$ cat src/hw/peak_consts.svh
`ifndef PEAK_CONSTS_SVH
`define PEAK_CONSTS_SVH

// Sample and magnitude widths
`define PK_IQ_W        16
`define PK_MAG_W       16
`define PK_NRX_W       16

// Peak decision
`define PK_NRX_TRIG    64
`define PK_HIST_W      8

`define PK_FIFO_DEPTH  16  // Must stay a power of two

`endif

$ cat src/hw/peak_pkg.sv
`include "peak_consts.svh"

package peak_pkg;

  ////////////////////
  // Sample types
  ////////////////////

  // One signed I or Q component from the front end
  typedef logic signed [`PK_IQ_W-1:0] iq_t;

  typedef logic [`PK_MAG_W-1:0] mag_t;  // Max plus half min estimate

  ////////////////////
  // Counter types
  ////////////////////

  typedef logic [`PK_NRX_W-1:0] nrx_t;

endpackage

$ cat src/hw/mag_stream_if.sv
interface mag_stream_if;

  logic            tvalid;
  logic            tready;
  logic            tlast;
  peak_pkg::mag_t  tdata;
  logic            flag;  // Magnitude reached the threshold

  modport source (
    output tvalid,
    output tlast,
    output tdata,
    output flag,
    input  tready
  );

  modport sink (
    input  tvalid,
    input  tlast,
    input  tdata,
    input  flag,
    output tready
  );

endinterface

$ cat src/hw/mag_fifo.sv
`include "peak_consts.svh"

module mag_fifo (
  input  logic          clk,
  input  logic          i_rst,
  input  logic          i_clear,

  mag_stream_if.sink    s_in,
  mag_stream_if.source  m_out
);

  localparam int ENTRY_W = $bits(peak_pkg::mag_t) + 2;
  localparam int ADDR_W  = $clog2(`PK_FIFO_DEPTH);

  logic [ENTRY_W-1:0] mem [`PK_FIFO_DEPTH];
  logic [ADDR_W:0]    wr_ptr;  // Extra top bit tells full from empty
  logic [ADDR_W:0]    rd_ptr;
  logic [ENTRY_W-1:0] wr_word;
  logic [ENTRY_W-1:0] rd_word;
  logic               mem_empty;
  logic               mem_full;
  logic               wr_en;
  logic               load_out;
  logic               bypass;
  logic               mem_wr;
  logic               mem_rd;

  assign wr_word = {s_in.flag, s_in.tlast, s_in.tdata};
  assign rd_word = mem[rd_ptr[ADDR_W-1:0]];

  assign mem_empty = (wr_ptr == rd_ptr);
  assign mem_full  = (wr_ptr[ADDR_W] != rd_ptr[ADDR_W]) &&
                     (wr_ptr[ADDR_W-1:0] == rd_ptr[ADDR_W-1:0]);

  assign s_in.tready = ~mem_full;
  assign wr_en       = s_in.tvalid & ~mem_full;

  ////////////////////
  // Buffer control
  ////////////////////

  assign load_out = ~m_out.tvalid | m_out.tready;
  assign bypass   = load_out & mem_empty;  // Beat skips the buffer and lands in the output

  assign mem_wr = wr_en & ~bypass;
  assign mem_rd = load_out & ~mem_empty;

  always_ff @(posedge clk) begin
    if (mem_wr) begin
      mem[wr_ptr[ADDR_W-1:0]] <= wr_word;
    end
  end

  always_ff @(posedge clk) begin
    if (i_rst | i_clear) begin
      wr_ptr <= '0;
      rd_ptr <= '0;
    end else begin
      if (mem_wr) wr_ptr <= wr_ptr + 1'b1;
      if (mem_rd) rd_ptr <= rd_ptr + 1'b1;
    end
  end

  ////////////////////
  // Output register
  ////////////////////

  always_ff @(posedge clk) begin
    if (i_rst | i_clear) begin
      m_out.tvalid <= 1'b0;
    end else if (load_out) begin
      m_out.tvalid <= ~mem_empty | wr_en;
    end
  end

  // Older entries in the buffer always go out before the incoming beat
  always_ff @(posedge clk) begin
    if (mem_rd) begin
      {m_out.flag, m_out.tlast, m_out.tdata} <= rd_word;
    end else if (bypass & wr_en) begin
      {m_out.flag, m_out.tlast, m_out.tdata} <= wr_word;
    end
  end

endmodule

$ cat src/hw/mag_threshold.sv
module mag_threshold (
  input  logic                clk,
  input  logic                i_rst,
  input  logic                i_clear,

  input  logic                i_valid,
  output logic                o_ready,
  input  logic                i_last,
  input  peak_pkg::iq_t       i_i,
  input  peak_pkg::iq_t       i_q,

  input  peak_pkg::mag_t      i_threshold,

  mag_stream_if.source        m_out
);

  peak_pkg::mag_t abs_i;
  peak_pkg::mag_t abs_q;
  peak_pkg::mag_t mag_max;
  peak_pkg::mag_t mag_min;
  peak_pkg::mag_t mag_est;
  logic           accept;

  ////////////////////
  // Magnitude estimate
  ////////////////////

  // The most negative input maps onto the top bit of the unsigned result
  assign abs_i = (i_i < 0) ? peak_pkg::mag_t'(-i_i) : peak_pkg::mag_t'(i_i);
  assign abs_q = (i_q < 0) ? peak_pkg::mag_t'(-i_q) : peak_pkg::mag_t'(i_q);

  assign mag_max = (abs_i >= abs_q) ? abs_i : abs_q;
  assign mag_min = (abs_i >= abs_q) ? abs_q : abs_i;

  assign mag_est = mag_max + (mag_min >> 1);  // Tops out at 3/4 of full range so it cannot overflow

  ////////////////////
  // Output stage
  ////////////////////

  assign o_ready = ~m_out.tvalid | m_out.tready;
  assign accept  = i_valid & o_ready;

  always_ff @(posedge clk) begin
    if (i_rst | i_clear) begin
      m_out.tvalid <= 1'b0;
    end else if (o_ready) begin
      m_out.tvalid <= i_valid;
    end
  end

  // Payload only moves on an accepted sample, so it holds during a stall
  always_ff @(posedge clk) begin
    if (accept) begin
      m_out.tdata <= mag_est;
      m_out.flag  <= (mag_est >= i_threshold);
      m_out.tlast <= i_last;
    end
  end

endmodule

$ cat src/hw/peak_detect.sv
`include "peak_consts.svh"

module peak_detect (
  input  logic            clk,
  input  logic            i_rst,
  input  logic            i_clear,

  mag_stream_if.sink      s_in,

  output logic            o_valid,
  input  logic            i_ready,
  output logic            o_last,

  output logic            o_peak_stb,
  output peak_pkg::nrx_t  o_nrx_after_peak
);

  typedef enum logic [1:0] {
    st_init,
    st_max,
    st_trig,
    st_wait
  } state_t;

  state_t                 state;
  peak_pkg::mag_t         max_mag;
  peak_pkg::nrx_t         nrx_trig;  // Flagged beats after the first one of the run
  logic [`PK_HIST_W-1:0]  hist;
  logic                   beat;

  assign s_in.tready = ~o_valid | i_ready;
  assign beat        = s_in.tvalid & s_in.tready;

  ////////////////////
  // Output stage
  ////////////////////

  always_ff @(posedge clk) begin
    if (i_rst | i_clear) begin
      o_valid <= 1'b0;
      o_last  <= 1'b0;
    end else if (s_in.tready) begin
      o_valid <= s_in.tvalid;
      o_last  <= s_in.tvalid & s_in.tlast;
    end
  end

  ////////////////////
  // Peak FSM
  ////////////////////

  always_ff @(posedge clk) begin
    if (i_rst | i_clear) begin
      state            <= st_init;
      nrx_trig         <= '0;
      hist             <= '0;
      o_peak_stb       <= 1'b0;
      o_nrx_after_peak <= '0;
    end else if (beat) begin
      case (state)
        st_init: begin
          // Every beat here may open a run
          max_mag          <= s_in.tdata;
          nrx_trig         <= '0;
          hist             <= '0;
          o_peak_stb       <= 1'b0;
          o_nrx_after_peak <= '0;
          if (s_in.flag) state <= st_max;
        end
        st_max: begin
          if (s_in.flag) begin
            nrx_trig <= nrx_trig + 1'b1;
            if (s_in.tdata > max_mag) begin
              max_mag          <= s_in.tdata;
              o_nrx_after_peak <= '0;
              hist             <= {hist[`PK_HIST_W-2:0], 1'b1};  // One more rise
            end else begin
              o_nrx_after_peak <= o_nrx_after_peak + 1'b1;
            end
          end else begin
            o_nrx_after_peak <= o_nrx_after_peak + 1'b1;
            state            <= st_trig;
          end
        end
        st_trig: begin
          // Run must be long enough and have kept rising
          if ((nrx_trig >= `PK_NRX_TRIG) && (&hist)) begin
            o_peak_stb <= 1'b1;
            state      <= st_wait;
          end else begin
            state <= st_init;
          end
        end
        st_wait: begin
          state <= st_init;
        end
        default: state <= st_init;
      endcase
    end
  end

endmodule

$ cat src/hw/preamble_peak_top.sv
module preamble_peak_top (
  input  logic            clk,
  input  logic            i_rst,
  input  logic            i_clear,

  input  peak_pkg::mag_t  i_threshold,

  // IQ sample stream
  input  logic            i_valid,
  output logic            o_ready,
  input  logic            i_last,
  input  peak_pkg::iq_t   i_i,
  input  peak_pkg::iq_t   i_q,

  // Detector stream without data
  output logic            o_valid,
  input  logic            i_ready,
  output logic            o_last,

  output logic            o_peak_stb,
  output peak_pkg::nrx_t  o_nrx_after_peak
);

  mag_stream_if s_mag ();  // Producer to buffer
  mag_stream_if s_buf ();  // Buffer to detector

  mag_threshold i_mag_threshold (
    .clk         (clk),
    .i_rst       (i_rst),
    .i_clear     (i_clear),
    .i_valid     (i_valid),
    .o_ready     (o_ready),
    .i_last      (i_last),
    .i_i         (i_i),
    .i_q         (i_q),
    .i_threshold (i_threshold),
    .m_out       (s_mag.source)
  );

  mag_fifo i_mag_fifo (
    .clk     (clk),
    .i_rst   (i_rst),
    .i_clear (i_clear),
    .s_in    (s_mag.sink),
    .m_out   (s_buf.source)
  );

  peak_detect i_peak_detect (
    .clk              (clk),
    .i_rst            (i_rst),
    .i_clear          (i_clear),
    .s_in             (s_buf.sink),
    .o_valid          (o_valid),
    .i_ready          (i_ready),
    .o_last           (o_last),
    .o_peak_stb       (o_peak_stb),
    .o_nrx_after_peak (o_nrx_after_peak)
  );

endmodule

$ cat config.mk
export PLATFORM = sky130hd
export DESIGN_NAME = preamble_peak_top
export DESIGN_NICKNAME = d
export VERILOG_FILES = /design/src/hw/peak_pkg.sv /design/src/hw/mag_stream_if.sv /design/src/hw/mag_fifo.sv /design/src/hw/mag_threshold.sv /design/src/hw/peak_detect.sv /design/src/hw/preamble_peak_top.sv
export VERILOG_INCLUDE_DIRS = /design/src /design/src/hw
export SDC_FILE = /design/constraint.sdc
export NUM_CORES = 1
export LEC_CHECK = 0
export ABC_CLOCK_PERIOD_IN_PS = 13950
export BUFFER_PORTS_ARGS = -buffer_cell sky130_fd_sc_hd__buf_2
export CORE_AREA = 4 4 186 188
export CTS_CLUSTER_SIZE = 20
export DETAILED_ROUTE_END_ITERATION = 10
export DIE_AREA = 0 0 190 192
export PLACE_DENSITY = 0.73
export SLEW_MARGIN = 25
export SYNTH_ARGS = -nofsm -noshare
export SYNTH_HDL_FRONTEND = slang
export SYNTH_SLANG_ARGS = --single-unit
$ cat constraint.sdc
create_clock -name clk -period 13.95 [get_ports clk]
set_clock_uncertainty 0.2 [all_clocks]
set_input_delay 2.79 -clock clk [delete_from_list [all_inputs] [get_ports clk]]
set_output_delay 2.79 -clock clk [all_outputs]
set_load 0.005 [all_outputs]
==> results summary <==
Together, buffers and inverters on the worst path number 3. The number of nets produced by synthesis came out at 1325. In the detailed route, the total length drawn on met3 is 1.901 mm.

The number of maximum-capacitance violations came out at 0. The number of design-rule violations left by the first detailed-router iteration came out at 767. The startpoint identified for the worst register-to-register timing path is i_mag_fifo.m_out.tdata[15]. Yosys instantiated no cell more often than edfxtp_1. The routed design uses 19.33 mm of met2 wire. The length of the first detailed-routing pass in iterations came out at 5.

The final weighted congestion of routability-driven global placement is 0.8543. The fraction of the core area covered by cells at the end of the flow came out at 61.98%. The total of hold buffers inserted after clock tree synthesis came out at 0. The cell area after placement came out at 19230 µm². Yosys attributes the largest share of cell area to edfxtp_1 56%, mux4_2 10%, dfxtp_1 6.7%. The number of setup violations in the final report came out at 0. For the pin with the worst max-slew slack, the measured transition is 0.9704 ns.

The die footprint came out at 36480 µm². In the synthesized netlist, the cells that appear most often are 340 x edfxtp_1, 88 x nor2_1, 84 x mux4_2, 80 x inv_1, 73 x ha_1. Counting distinct cell types in the post-synthesis netlist gives 64. The number of I/O port buffers is 73.

Timing analysis after detailed placement gives a worst setup slack of 4.708 ns. The placed cell count is 1702. The via count of the first global-routing pass was 10620. Entering global routing, the biggest net connects 73 pins. The average detailed-routed wire length per instance is 21.14 µm. The end of the worst hold path is i_peak_detect.max_mag[0]. The worst setup path is captured at a flip-flop. For the worst setup path, the data required time is 14.01 ns. The worst endpoint data arrival time is 8.78 ns. The final critical-path share of the clock period is 62.48%. In this run the most critical hold path is launched from i_mag_fifo.m_out.tdata[0]. The final-stage net count is 1426. The synthesized design devotes to its leading area cell type 55.89% of total area. The number of top-level pins is 74. The number of warnings issued by yosys came out at 0. In the routed design, unresolved DRC markers number 0. The clock latency on the worst-skew pair came out at 0.53 ns. The power after layout came out at 2.944 mW. The die span in y is 192 µm. Once the floorplan was initialized, standard cells occupied 55.17% of the core. The most numerous cell type found on the critical path is ha_1.

The wire length of the first global-routing pass came out at 59.06 mm. The startpoint class of the critical path is an input pin. The TritonCTS clock tree is built.

Counting buffers and inverters, the worst setup path is 28 cells deep. Hold timing on the final database bottoms out at a slack of 0.2539 ns. Synthesis handed over a netlist of 1197 instances. Setup repair after global routing left no endpoint under its margin. The worst setup path category is input pin to flip-flop. The die boundary width is 190 µm. The initial antenna violation count is 0. The cell family contributing the most delay on the critical path is compound AO/OA/AOI/OAI gates. The wire length the detailed router placed on met1 is 15.59 mm. The detail route stage leaves a number of antenna-violating nets equal to 0. IR analysis of the VDD net gives a maximum drop of 78.90 µV. The maximum buffer depth of the clock tree came out at 3. The number of clock sinks came out at 401. The power per standard cell area is 143.4 nW/µm². For this design the static power due to leakage is 7.179 nW.

The clock edge transition at the registers on the reported setup and hold paths is 0.06 ns. The total via count in the routed design is 10400. The share of cells above drive strength 1 came out at 22.23%. The maximum clock frequency is 0.1147 GHz. The per-instance average area after synthesis is 15.26 µm². The overall global routing resource usage is 20.85%. Synthesis inferred 401 register bits. The setup slack of the critical path after layout is 5.234 ns. The setup TNS after final layout is 0 ns. The core area came out at 33110 µm².

The hold violation count in the final report came out at 0. The total global routing overflow is 0. The area growth from synthesis to final layout is 12.36%. The count of flip-flops with a built-in enable after synthesis came out at 340. Wires add up to 37.52 mm. The cell area after layout came out at 20520 µm². The reg-to-reg setup timing slack is 10.29 ns. The mean number of vias per cell came out at 5.860. The highest metal layer carrying signal wires in the routed design is met4.

The most used flip-flop cell after synthesis is edfxtp_1. The worst-case headroom to the max-slew limit came out at 34.96%. For the finished layout, the period the worst path requires is 8.716 ns. The half-perimeter wire length after detailed placement is 23.50 mm. The dominant cell type by area after synthesis is edfxtp_1. The count of H-tree levels built during CTS came out at 2. The share of synthesized registers carrying an async set or reset is 0%. The number of antenna repair diodes is 0. The tightest min-delay check is of the flip-flop to flip-flop type. In this run the clock root is driven by a clkbuf_16. The slowest stage cell on the critical path is nor4_1. The total count of max-transition violations in the final report came out at 0. The number of buffers added for setup after CTS is 0.

The flow ran to the end, and the final reports show no timing, DRC or antenna violations. Summing the sequential cell areas from Yosys gives 62.58% of the chip area. The total of cells resized after clock tree synthesis is 0. The final standard cell count with taps included and fillers excluded is 1775. The worst register-to-register path ends at i_peak_detect.hist[6].

The worst stage delay on the critical path is 0.62 ns. TritonCTS created 40 clock buffers. The maximum fanout along the worst path is 32. The number of stages on the worst hold path came out at 0. The post-synth design cell area came out at 18270 µm². The total number of placement rows came out at 67. For the worst flop-to-flop path, the logic depth is 7.
## registers in the layout, indices dropped and copies added, names as in the netlist, 5 cells and up, named ones only
signal	count
i_peak_detect.o_nrx_after_peak	16
i_peak_detect.max_mag	16
i_peak_detect.hist	8
i_mag_fifo.mem	288
i_peak_detect.nrx_trig	16
i_mag_fifo.m_out.tdata	16
i_mag_threshold.m_out.tdata	16
i_mag_fifo.wr_ptr	5
i_mag_fifo.rd_ptr	5
## worst reg2reg max path, stage by stage, from the launching register on
cell and delay [ns]:
edfxtp_1 0.39, ha_1 0.31, nand4_1 0.14, nor4_1 0.59, a21boi_0 0.61, a2111oi_4 0.23, o21bai_2 0.80, o32ai_1 0.23
## final cells by class
| class | count | area [µm²] |
|---|---|---|
| timing repair buffer | 99 | 600.6 |
| sequential | 401 | 11440 |
| fill | 2391 | 12590 |
| clock inverter | 21 | 173.9 |
| tap | 448 | 560.5 |
| inverter | 80 | 300.3 |
| multi-input combinational | 676 | 6395 |
| clock buffer | 50 | 1059 |
## layout by cell type (no fill, tap or decap), types with 40 or more instances in the layout
| cell type | count |
|---|---|
| nand2_1 | 52 |
| ha_1 | 73 |
| edfxtp_1 | 340 |
| nor2_1 | 76 |
| dfxtp_1 | 59 |
| buf_2 | 73 |
| mux4_2 | 84 |
| xor2_1 | 42 |
| clkbuf_16 | 40 |
| inv_1 | 80 |
## logic make-up after synthesis
logic type | Yosys count | synth area share (%)
multiplexers | 143 | 14.27
XOR/XNOR | 75 | 3.596
AO/OA/AOI/OAI | 132 | 4.952
AND/OR/NAND/NOR | 252 | 6.623
flip-flops | 401 | 62.58
adder cells (fa/ha/maj) | 74 | 5.110
buffers and inverters | 120 | 2.877
## report_power, final
group	internal (mW)	switching [mW]	total, mW
clock network	0.578	0.434	1.01
registers	1.45	0.104	1.56
logic	0.161	0.212	0.373
## metal layers
metal	GRT usage, %	vias up
li1	-	4805
met1	28.03	5272
met2	36.64	274
met3	2.835	50
met4	4.647	0
met5	0	-
## how the worst max path moves through the flow
stage,startpoint,end
floorplan,i_q[5],i_mag_threshold.m_out.flag
global placement,i_q[5],i_mag_threshold.m_out.flag
detailed placement,i_q[5],i_mag_threshold.m_out.flag
CTS,i_q[5],i_mag_threshold.m_out.flag
global route,i_q[5],i_mag_threshold.m_out.flag
finish,i_q[5],i_mag_threshold.m_out.flag
Note: power is estimated with default switching activity, not from simulation.
